**src/source/tx_switch_pkg.sv**
```systemverilog
package tx_switch_pkg;

	// client index, up to 8 clients
	localparam int CLIENT_W = 3;

	// frame length in bytes, 0 stands for 256
	localparam int LEN_W = 8;

	// one queue entry
	typedef struct packed {
		logic [CLIENT_W-1:0] idx;
		logic [LEN_W-1:0]    len;
	} tx_req_t;

	typedef struct packed {
		logic    valid;
		tx_req_t req;
	} tx_grant_t;

	// per-client request life cycle
	typedef enum logic [1:0] {
		PORT_IDLE    = 2'd0,
		PORT_PENDING = 2'd1,
		PORT_QUEUED  = 2'd2,
		PORT_SENDING = 2'd3
	} port_state_t;

	typedef enum logic {
		SEND_IDLE = 1'b0,
		SEND_BUSY = 1'b1
	} send_state_t;

endpackage

```
**src/source/req_queue.sv**
```systemverilog
`timescale 1ns/1ps

module req_queue #(
	parameter int AW = 3,
	parameter int DW = 11
) (
	input  logic          clk,
	input  logic          rst_n,
	input  logic          wr_en,
	input  logic [DW-1:0] din,
	input  logic          rd_en,
	output logic [DW-1:0] dout,
	output logic          dout_valid,
	output logic          empty,
	output logic          full,
	output logic [AW:0]   count
);

	localparam int DEPTH = 1 << AW;

	logic [DW-1:0] mem [DEPTH];
	logic [AW-1:0] wr_ptr;
	logic [AW-1:0] rd_ptr;
	logic          do_wr;
	logic          do_rd;

	assign empty = (count == '0);
	assign full  = (count == (AW+1)'(DEPTH));
	assign do_wr = wr_en && !full;
	assign do_rd = rd_en && !empty;

	always_ff @(posedge clk) begin
		if (do_wr) begin
			mem[wr_ptr] <= din;
		end
		// output word registered on each read
		if (do_rd) begin
			dout <= mem[rd_ptr];
		end
	end

	always_ff @(posedge clk) begin
		if (!rst_n) begin
			wr_ptr     <= '0;
			rd_ptr     <= '0;
			count      <= '0;
			dout_valid <= 1'b0;
		end else begin
			dout_valid <= do_rd;
			if (do_wr) begin
				wr_ptr <= wr_ptr + 1'b1;
			end
			if (do_rd) begin
				rd_ptr <= rd_ptr + 1'b1;
			end
			// push and pop together leave the count alone
			if (do_wr != do_rd) begin
				count <= do_wr ? count + 1'b1 : count - 1'b1;
			end
		end
	end

endmodule

```
**src/source/tx_client_port.sv**
```systemverilog
`timescale 1ns/1ps

module tx_client_port #(
	parameter int IDX = 0
) (
	input  logic                                clk,
	input  logic                                rst_n,
	input  logic                                req,
	input  logic [tx_switch_pkg::LEN_W-1:0]     len,
	output logic                                busy,
	output logic                                ack,
	output logic                                pend,
	output tx_switch_pkg::tx_req_t              pend_req,
	input  logic                                acpt,
	input  tx_switch_pkg::tx_grant_t            grant,
	input  logic                                done,
	input  logic [tx_switch_pkg::CLIENT_W-1:0]  done_idx
);

	localparam int CW = tx_switch_pkg::CLIENT_W;
	localparam logic [CW-1:0] MY_IDX = CW'(IDX);

	tx_switch_pkg::port_state_t      state;
	tx_switch_pkg::port_state_t      state_nxt;
	logic [tx_switch_pkg::LEN_W-1:0] len_q;
	logic                            granted;
	logic                            finished;

	assign granted  = grant.valid && (grant.req.idx == MY_IDX);
	assign finished = done && (done_idx == MY_IDX);

	assign busy     = (state != tx_switch_pkg::PORT_IDLE);
	assign pend     = (state == tx_switch_pkg::PORT_PENDING);
	assign ack      = (state == tx_switch_pkg::PORT_QUEUED) && granted;
	assign pend_req = '{idx: MY_IDX, len: len_q};

	always_comb begin
		state_nxt = state;
		case (state)
			tx_switch_pkg::PORT_IDLE:    if (req) state_nxt = tx_switch_pkg::PORT_PENDING;
			tx_switch_pkg::PORT_PENDING: if (acpt) state_nxt = tx_switch_pkg::PORT_QUEUED;
			tx_switch_pkg::PORT_QUEUED:  if (granted) state_nxt = tx_switch_pkg::PORT_SENDING;
			tx_switch_pkg::PORT_SENDING: if (finished) state_nxt = tx_switch_pkg::PORT_IDLE;
			default:                     state_nxt = tx_switch_pkg::PORT_IDLE;
		endcase
	end

	always_ff @(posedge clk) begin
		if (!rst_n) begin
			state <= tx_switch_pkg::PORT_IDLE;
		end else begin
			state <= state_nxt;
		end
	end

	// length taken only from an idle port
	always_ff @(posedge clk) begin
		if (state == tx_switch_pkg::PORT_IDLE && req) begin
			len_q <= len;
		end
	end

endmodule

```
**src/source/tx_arbiter.sv**
```systemverilog
`timescale 1ns/1ps

module tx_arbiter #(
	parameter int N_CLIENTS = 4,
	parameter int QUEUE_AW  = 3
) (
	input  logic                                    clk,
	input  logic                                    rst_n,
	input  logic [N_CLIENTS-1:0]                    pend,
	input  tx_switch_pkg::tx_req_t [N_CLIENTS-1:0]  pend_req,
	output logic [N_CLIENTS-1:0]                    acpt,
	input  logic                                    sender_busy,
	output tx_switch_pkg::tx_grant_t                grant,
	output logic [QUEUE_AW:0]                       queue_depth
);

	localparam int DW = $bits(tx_switch_pkg::tx_req_t);

	tx_switch_pkg::tx_req_t push_req;
	tx_switch_pkg::tx_req_t q_dout;
	tx_switch_pkg::tx_req_t grant_req;
	logic                   grant_valid;
	logic                   push;
	logic                   pop;
	logic                   q_valid;
	logic                   q_empty;
	logic                   q_full;

	// fixed priority, lowest pending index wins
	always_comb begin
		acpt     = '0;
		push_req = '0;
		if (!q_full) begin
			for (int i = N_CLIENTS - 1; i >= 0; i--) begin
				if (pend[i]) begin
					acpt     = '0;
					acpt[i]  = 1'b1;
					push_req = pend_req[i];
				end
			end
		end
	end

	assign push = |acpt;

	// one pop at a time: wait out the read, the grant and the frame
	assign pop = !q_empty && !sender_busy && !q_valid && !grant_valid;

	req_queue #(
		.AW (QUEUE_AW),
		.DW (DW)
	) i_queue (
		.clk        (clk),
		.rst_n      (rst_n),
		.wr_en      (push),
		.din        (push_req),
		.rd_en      (pop),
		.dout       (q_dout),
		.dout_valid (q_valid),
		.empty      (q_empty),
		.full       (q_full),
		.count      (queue_depth)
	);

	always_ff @(posedge clk) begin
		if (!rst_n) begin
			grant_valid <= 1'b0;
		end else begin
			grant_valid <= q_valid;
		end
	end

	always_ff @(posedge clk) begin
		if (q_valid) begin
			grant_req <= q_dout;
		end
	end

	assign grant = '{valid: grant_valid, req: grant_req};

endmodule

```
**src/source/tx_frame_sender.sv**
```systemverilog
`timescale 1ns/1ps

module tx_frame_sender #(
	parameter int N_CLIENTS = 4
) (
	input  logic                                clk,
	input  logic                                rst_n,
	input  tx_switch_pkg::tx_grant_t            grant,
	input  logic [N_CLIENTS*8-1:0]              client_data,
	output logic [N_CLIENTS-1:0]                client_rd,
	output logic                                tx_valid,
	output logic [7:0]                          tx_data,
	output logic                                tx_last,
	input  logic                                tx_ready,
	output logic                                busy,
	output logic                                done,
	output logic [tx_switch_pkg::CLIENT_W-1:0]  done_idx
);

	tx_switch_pkg::send_state_t         state;
	logic [tx_switch_pkg::CLIENT_W-1:0] idx_q;
	logic [tx_switch_pkg::LEN_W-1:0]    remain;
	logic                               hs;

	assign busy     = (state == tx_switch_pkg::SEND_BUSY);
	assign tx_valid = busy;
	assign tx_data  = client_data[idx_q*8 +: 8];

	// remain counts bytes left after the current one
	assign tx_last  = busy && (remain == '0);
	assign hs       = tx_valid && tx_ready;

	// client moves to its next byte after each handshake
	assign client_rd = hs ? (N_CLIENTS'(1) << idx_q) : '0;

	assign done     = hs && tx_last;
	assign done_idx = idx_q;

	always_ff @(posedge clk) begin
		if (!rst_n) begin
			state <= tx_switch_pkg::SEND_IDLE;
		end else begin
			case (state)
				tx_switch_pkg::SEND_IDLE: begin
					if (grant.valid) begin
						state <= tx_switch_pkg::SEND_BUSY;
					end
				end
				tx_switch_pkg::SEND_BUSY: begin
					if (done) begin
						state <= tx_switch_pkg::SEND_IDLE;
					end
				end
				default: begin
					state <= tx_switch_pkg::SEND_IDLE;
				end
			endcase
		end
	end

	always_ff @(posedge clk) begin
		if (state == tx_switch_pkg::SEND_IDLE && grant.valid) begin
			idx_q  <= grant.req.idx;
			// zero length wraps to 255, i.e. a 256 byte frame
			remain <= grant.req.len - 1'b1;
		end else if (hs) begin
			remain <= remain - 1'b1;
		end
	end

endmodule

```
**src/source/tx_switch_top.sv**
```systemverilog
`timescale 1ns/1ps

module tx_switch_top #(
	parameter int N_CLIENTS = 4,
	parameter int QUEUE_AW  = 3
) (
	input  logic                                       clk,
	input  logic                                       rst_n,
	input  logic [N_CLIENTS-1:0]                       client_req,
	input  logic [N_CLIENTS*tx_switch_pkg::LEN_W-1:0]  client_len,
	output logic [N_CLIENTS-1:0]                       client_busy,
	output logic [N_CLIENTS-1:0]                       client_ack,
	input  logic [N_CLIENTS*8-1:0]                     client_data,
	output logic [N_CLIENTS-1:0]                       client_rd,
	output logic                                       tx_valid,
	output logic [7:0]                                 tx_data,
	output logic                                       tx_last,
	input  logic                                       tx_ready,
	output logic [QUEUE_AW:0]                          queue_depth
);

	localparam int LW = tx_switch_pkg::LEN_W;

	logic [N_CLIENTS-1:0]                   pend;
	tx_switch_pkg::tx_req_t [N_CLIENTS-1:0] pend_req;
	logic [N_CLIENTS-1:0]                   acpt;
	tx_switch_pkg::tx_grant_t               grant;
	logic                                   sender_busy;
	logic                                   done;
	logic [tx_switch_pkg::CLIENT_W-1:0]     done_idx;

	for (genvar i = 0; i < N_CLIENTS; i++) begin : g_port
		tx_client_port #(
			.IDX (i)
		) i_port (
			.clk      (clk),
			.rst_n    (rst_n),
			.req      (client_req[i]),
			.len      (client_len[i*LW +: LW]),
			.busy     (client_busy[i]),
			.ack      (client_ack[i]),
			.pend     (pend[i]),
			.pend_req (pend_req[i]),
			.acpt     (acpt[i]),
			.grant    (grant),
			.done     (done),
			.done_idx (done_idx)
		);
	end

	tx_arbiter #(
		.N_CLIENTS (N_CLIENTS),
		.QUEUE_AW  (QUEUE_AW)
	) i_arbiter (
		.clk         (clk),
		.rst_n       (rst_n),
		.pend        (pend),
		.pend_req    (pend_req),
		.acpt        (acpt),
		.sender_busy (sender_busy),
		.grant       (grant),
		.queue_depth (queue_depth)
	);

	tx_frame_sender #(
		.N_CLIENTS (N_CLIENTS)
	) i_sender (
		.clk         (clk),
		.rst_n       (rst_n),
		.grant       (grant),
		.client_data (client_data),
		.client_rd   (client_rd),
		.tx_valid    (tx_valid),
		.tx_data     (tx_data),
		.tx_last     (tx_last),
		.tx_ready    (tx_ready),
		.busy        (sender_busy),
		.done        (done),
		.done_idx    (done_idx)
	);

endmodule

```
**config.mk**
```make
export PLATFORM = sky130hd
export DESIGN_NAME = tx_switch_top
export DESIGN_NICKNAME = d
export VERILOG_FILES = /design/src/source/tx_switch_pkg.sv /design/src/source/req_queue.sv /design/src/source/tx_client_port.sv /design/src/source/tx_arbiter.sv /design/src/source/tx_frame_sender.sv /design/src/source/tx_switch_top.sv
export SDC_FILE = /design/constraint.sdc
export NUM_CORES = 1
export LEC_CHECK = 0
export ABC_AREA = 1
export BUFFER_PORTS_ARGS = -buffer_cell sky130_fd_sc_hd__buf_2
export CORE_MARGIN = 10
export CORE_UTILIZATION = 48
export CTS_BUF_LIST = sky130_fd_sc_hd__clkbuf_8
export CTS_CLUSTER_DIAMETER = 50
export DETAILED_ROUTE_END_ITERATION = 7
export PLACE_DENSITY = 0.71
export SKIP_CTS_REPAIR_TIMING = 1
export SYNTH_ARGS = -nofsm -noshare
export SYNTH_HDL_FRONTEND = slang
export SYNTH_HIERARCHICAL = 1
export SYNTH_SLANG_ARGS = --single-unit
```
**constraint.sdc**
```tcl
create_clock -name clk -period 5.83 [get_ports clk]
set_input_delay 0.2915 -clock clk [delete_from_list [all_inputs] [get_ports clk]]
set_output_delay 0.2915 -clock clk [all_outputs]
set_load 0.03 [all_outputs]
```
==> flow_metrics.tcl, run 1 <==
set metrics [dict create \
    status "complete, no violations" \
    io_buffers 96 \
    first_pass_iters 5 \
    synth_top_area_share_pct 53.7 \
    rows 48 \
    final_util_pct 56.0 \
    synth_top_area_cell "edfxtp_1" \
    clkLatencyLatePin_ns 0.44 \
    path_class "register to register" \
    syn_area_sq_mm 0.00856 \
    drcViolationCount 0 \
    htree_levels 4 \
    overflow 0 \
    fin_nets 1084 \
    synth_area_per_cell_sq_um 9.74 \
    coreArea_sq_mm 0.0174 \
    avgRoutedWirePerCell_microns 15.4 \
    grt_use_total_pct 15.3 \
    drt-vias-per-instance 5.02 \
    max_slew_margin_pct 38.7 \
    gp_congestion 0.819 \
    dieHeight_microns 154 \
    yosysSeqAreaShare_pct 58.6 \
    dp_hpwl_microns 13400 \
    hp-class "input pin to register" \
    arrival_ns 3.37 \
    numClockSinks 174 \
    wirelength_microns 18800 \
    root_buffer "clkbuf_8" \
    cts_buffers 17 \
    tns_ns 0 \
    skew_ns 0.0107 \
    final-hold-violation-count 0 \
    cp_max_fo 16 \
    maxSlewViolCount 0 \
    die_x_microns 154 \
    rsz0062_at_grt "false" \
    drtIter0Drc 416 \
    ant_nets 0 \
    grt_pass1_wl_microns 29300 \
    vdd_ir_drop_max_mv 0.295 \
    holdWs_ns 0.262 \
    initial_core_util_pct 49.1 \
    leakage_nw 4.17 \
    dpl.cell_count 1161 \
    ios 97 \
    cap_violations 0 \
    period_needed_ns 3.30 \
    setup.worst_path.end_class "register" \
    critical_path.startpoint_type "register" \
    n_antenna_cell 0 \
    synthTopCellsByArea "edfxtp_1 54%, nand2_1 7.6%, nor2_1 6.1%" \
    dp_slack_ns 2.62 \
    worstMarginPinSlew_ns 0.916 \
    vias 6146 \
    areaGrowthSynthToFinish_pct 13.9 \
    clk_path_buf_depth 2 \
    yosys_register_bits 174 \
    final_cells 1225 \
    grt_max_degree 47 \
    drive_gt1_share_pct 18.3 \
    die_area_sq_mm 0.0236 \
    yosys.cell_types.count 42 \
    grt_pass1_vias 5853 \
    grt_antenna_before_repair 0 \
    max_freq_ghz 0.303 \
    clkSlewWorstSetupHoldPaths_ns 0.09 \
    p_per_area_mw_per_mm2 525 \
    synthCells 879 \
    finalCritPeriodShare_pct 56.7 \
    cp_data_required_time_ns 5.90 \
    setup_viol 0 \
    cts_tree "yes" \
    yosysWarnings 6 \
    setup_slack_ns 2.53 \
]
## cells in the final DEF, fill, tap and decap left out, drive strengths merged, types with 2 or more instances in the layout
cell type and count:
nand2 196, edfxtp 153, nor2 145, inv 107
buf 97, o21ai 51, nand3 50, dlygate4sd3 32
ha 25, dfxtp 21, a21oi 20, clkbuf 17
nand3b 14, conb 12, a31oi 11, nand4 10
a41oi 8, clkinv 8, nor3 7, bufinv 4
clkinvlp 2, xnor2 2, xor2 2, or2 2
## layout make-up
class / count / area [sq um]
Fill cell: 1516 / 7660
Multi-Input combinational cell: 559 / 2840
Tap cell: 225 / 282
Clock buffer: 17 / 234
Sequential cell: 174 / 5010
Clock inverter: 15 / 146
Inverter: 106 / 428
Timing Repair Buffer: 129 / 808
## per-layer routing
metal | up-vias | wire length [microns] | track usage, %
met2 | 196 | 9120 | 25.0
met3 | 23 | 1400 | 4.41
li1 | 3089 | - | -
met4 | 0 | 269 | 4.86
met5 | - | 0 | 0
met1 | 2838 | 8050 | 19.1
## cell families (layout without fill, tap and decap cells)
| kind of cell | after synthesis | in the layout | synth area share, % |
|---|---|---|---|
| simple gates | 425 | 425 | 22.4 |
| flops | 174 | 174 | 58.6 |
| buf+inv | 151 | 267 | 8.45 |
| compound gates | 92 | 92 | 5.99 |
| fa+ha+maj | 26 | 26 | 3.89 |
| other cells | 7 | 12 | 0.307 |
| xor+xnor | 4 | 4 | 0.409 |
## synth_stat cells
master,count
edfxtp_1,153
ha_1,25
buf_2,13
nor3_2,1
nand3b_1,14
nor2_2,6
xnor2_1,2
inv_2,13
nand3_1,43
buf_1,1
xor2_1,2
o21bai_1,1
o21a_1,1
nand2_8,1
nor3_1,6
nor2_1,138
nand4_1,10
clkbuf_2,1
inv_4,1
or2_2,1
buf_4,21
a21oi_2,1
buf_6,4
nand2_1,173
fa_1,1
nand2_4,4
dfxtp_1,21
conb_1,7
nor3b_1,1
nor2_4,1
clkbuf_1,5
a21oi_1,19
o21ai_1,29
nand3_2,6
nand3_4,1
o21ai_0,22
nand2_2,18
bufinv_8,2
or2_1,1
a31oi_1,11
inv_1,90
a41oi_1,8
## worst max-delay path, cell delays in order, from the launching register on
cell and delay, ns:
dfxtp_1 0.33, inv_1 0.12, ha_1 0.58, nor2_2 0.27, a21oi_1 0.41, nand2_4 0.17
inv_2 0.10, nand2_1 0.19, nor2_1 0.76
## stage by stage
stage / cell area, sq um / power (mW)
final: 9750 / 5.12
after floorplan: 8580 / 3.75
after global placement: 9050 / 4.29
after detailed placement: 9050 / 4.34
after global routing: 9750 / 5.50
after CTS: 9430 / 5.14
## sequential cells by signal, summed over array words and instances (netlist names)
register                      flops
i_arbiter/i_queue/mem            88
g_port.i_port/len_q              32
i_arbiter/grant                  11
i_arbiter/i_queue/dout           11
g_port.i_port/state               8
i_sender/remain                   8
i_arbiter/i_queue/count           4
i_arbiter/i_queue/rd_ptr          3
i_arbiter/i_queue/wr_ptr          3
i_sender/done_idx                 3
i_arbiter/grant_valid             1
i_arbiter/i_queue/dout_valid      1
i_sender/busy                     1
## report_power, final
part / switching (mW) / internal [mW]
sequential: 0.165 / 1.98
clock: 0.419 / 0.378
combinational: 1.55 / 0.627
## final timing paths
kind	start	to	slack, ns	cells past startpoint
setup reg to reg	g_port[1].i_port/state[1]	i_arbiter/i_queue/mem[2][0]	2.53	8
hold reg to reg	i_arbiter/i_queue/dout[8]	i_arbiter/grant[8]	0.42	0
hold / removal	rst_n	i_arbiter/i_queue/count[3]	0.26	3
setup / recovery	g_port[1].i_port/state[1]	i_arbiter/i_queue/mem[2][0]	2.53	8
No activity file was read; power rests on OpenSTA's default activity.
==> run 2: changes to the inputs <==
Settings changed: ABC_AREA 1 to 0.
Clock period 5.83 ns to 3.4 ns, I/O delays scaled along.
==> run 2 against run 1 <==
Count of clock-buffer cells in the layout stayed put. Non-clock buffer count grew 22. Clock skew shrank 0.0026 ns. Via count down 22%. First-iteration DRC count down 21%. Cell count shrank 27%. Critical path type unchanged. Worst setup slack worse by 1.8 ns. Synthesized cell count is 41% lower.
==> flow_metrics.tcl, run 2 <==
set metrics [dict create \
    crit_buf_inv 1 \
    p_per_area_mw_per_mm2 846 \
    grt_pass1_wl_microns 26000 \
    layout_commonest_cell "edfxtp_1" \
    synth_top_area_share_pct 57.7 \
    yosys_most_used_dff "edfxtp_1" \
    path_class "register to register" \
    p_total_mw 7.92 \
    die_area_sq_mm 0.0221 \
    route.met2.wl_microns 8190 \
    synthTopCellsByArea "edfxtp_1 58%, mux4_2 8.5%, dfxtp_1 5.3%" \
    grt_pass1_vias 4874 \
    areaGrowthSynthToFinish_pct 17.6 \
    worstMarginPinSlew_ns 0.919 \
    yosysSeqAreaShare_pct 63.0 \
    synthCells 522 \
    overflow 0 \
    maxSlewViolCount 0 \
    startpoint "i_arbiter/i_queue/count[0]" \
    cp_max_fo 10 \
    finalCritPeriodShare_pct 78.9 \
    io_buffers 96 \
    avgRoutedWirePerCell_microns 18.4 \
    dieHeight_microns 149 \
    yosys_register_bits 174 \
    crit_family "simple AND/OR/NAND/NOR gates" \
    cts_buffers 17 \
    whs_path_depth 3 \
    cp_data_required_time_ns 3.79 \
    timing.rr.start "i_arbiter/i_queue/count[0]" \
    syn_area_sq_mm 0.00796 \
    yosys-top-cells-count "153 x edfxtp_1, 38 x nor2_1, 35 x inv_1, 30 x mux4_2, 25 x ha_1" \
    synth_top_area_cell "edfxtp_1" \
    yosysMostFrequentCell "edfxtp_1" \
    regMostFlops "i_arbiter/i_queue/mem" \
    grt_antenna_before_repair 1 \
    clkLatencyLatePin_ns 0.46 \
    drcViolationCount 0 \
    status "complete, no violations" \
    root_buffer "clkbuf_8" \
    rsz0062_at_grt "false" \
    clkSlewWorstSetupHoldPaths_ns 0.08 \
    wl_met3_microns 1160 \
    crit_chain "or4b_1 > inv_1 > nor2_1 > nand2_8 > ha_1 > nand3_1 > a21oi_2 > mux2_1 > o211ai_1" \
    initial_core_util_pct 48.5 \
    cp.depth 9 \
    largest_register_ffs 88 \
    die_x_microns 149 \
    synth_async_sr_flop_share_pct 0 \
    htree_levels 4 \
    min-delay-start "rst_n" \
    final-hold-violation-count 0 \
    dp_hpwl_microns 11400 \
    cap_violations 0 \
    layout_common_cells "153 x edfxtp_1, 96 x buf_2, 39 x inv_1" \
    vias 4795 \
    gp_congestion 0.846 \
    wirelength_microns 16400 \
    grt_use_total_pct 15.0 \
    yosys.cell_types.count 59 \
    coreArea_sq_mm 0.0164 \
    fin_nets 757 \
    cp_slowest_cell "dfxtp_1" \
    setup_viol 0 \
    wl_met1_microns 6780 \
    numClockSinks 174 \
    tns_ns 0 \
    max_slew_margin_pct 38.3 \
    period_needed_ns 2.68 \
    synth_area_per_cell_sq_um 15.3 \
    rows 47 \
    skew_ns 0.00815 \
    reg2regPathDepth 9 \
    ios 97 \
    max_freq_ghz 0.373 \
    drive_gt1_share_pct 30.6 \
    synth_edf_count 153 \
    clk_path_buf_depth 2 \
    yosysWarnings 6 \
    leakage_nw 3.54 \
    drtIter0Drc 328 \
    drt-vias-per-instance 5.36 \
    vdd_ir_drop_max_mv 0.450 \
    arrival_ns 3.07 \
    critical_path.startpoint_type "register" \
    grt_max_degree 25 \
    reg_top3 "i_arbiter/i_queue/mem: 88 flops, g_port.i_port/len_q: 32 flops" \
    cts_tree "yes" \
    first_pass_iters 5 \
    hp-class "input pin to register" \
    ant_nets 0 \
    setup.worst_path.end_class "register" \
    max_stage_delay_ns 0.53 \
    highest_layer "met4" \
]
run 2: layer usage:
| layer | global-route usage [%] | vias up |
|---|---|---|
| met3 | 4.16 | 24 |
| met2 | 24.9 | 156 |
| met4 | 5.59 | 0 |
| met5 | 0 | - |
| met1 | 18.4 | 2388 |
| li1 | - | 2227 |
run 2: cells by family after synthesis:
| group | Yosys count | share of synthesized area [%] |
|---|---|---|
| flip-flops | 174 | 63.0 |
| AND/OR/NAND/NOR | 127 | 8.67 |
| buffers and inverters | 72 | 4.95 |
| multiplexers | 59 | 12.4 |
| AO/OA/AOI/OAI | 44 | 4.98 |
| adder cells (fa/ha/maj) | 26 | 4.18 |
| XOR/XNOR | 13 | 1.52 |
| other | 7 | 0.330 |
run 2: area by class of cell:
| class | count | area, sq um |
|---|---|---|
| fillers | 1255 | 7040 |
| flip-flops and latches | 174 | 5010 |
| multi-input cells | 281 | 2580 |
| repair buffers | 151 | 973 |
| well taps | 220 | 275 |
| clock buffers | 17 | 234 |
| clock inverters | 15 | 156 |
| inverters | 35 | 131 |
| diodes | 1 | 2.50 |
run 2: power by group:
part	total (mW)	internal [mW]	leakage (nW)	switching (mW)
Combinational	2.91	1.17	1.74	1.74
Sequential	3.60	3.30	1.59	0.297
Clock	1.41	0.711	0.208	0.703
run 2: worst reg2reg max path: cells and delay by family (launching register included):
kind                     cells  cell delay [ns]
multiplexers                 1             0.33
buffers and inverters        1             0.11
AND/OR/NAND/NOR              4             1.02
adder cells (fa/ha/maj)      1             0.36
flip-flops                   1             0.53
AO/OA/AOI/OAI                2             0.26
run 2: through the flow:
step | utilization (%) | worst slack, ns | hold WS [ns] | cells | cell area (sq um)
floorplan | - | 0.122 | 0.269 | 527 | 7980
global placement | 52.7 | 0.846 | 0.347 | 829 | 8650
global route | 57.1 | 0.533 | 0.154 | 894 | 9370
finish | 57.1 | 0.716 | 0.134 | 894 | 9370
detailed placement | 52.7 | 0.733 | 0.348 | 829 | 8650
CTS | 55.1 | 0.702 | -0.147 | 861 | 9040
run 2: final timing paths:
path | endpoint | slack, ns
max reg2reg | i_arbiter/i_queue/count[3] | 0.72
min reg2reg | i_arbiter/grant[2] | 0.43
max | i_arbiter/i_queue/count[3] | 0.72
min | g_port[3].i_port/state[0] | 0.13
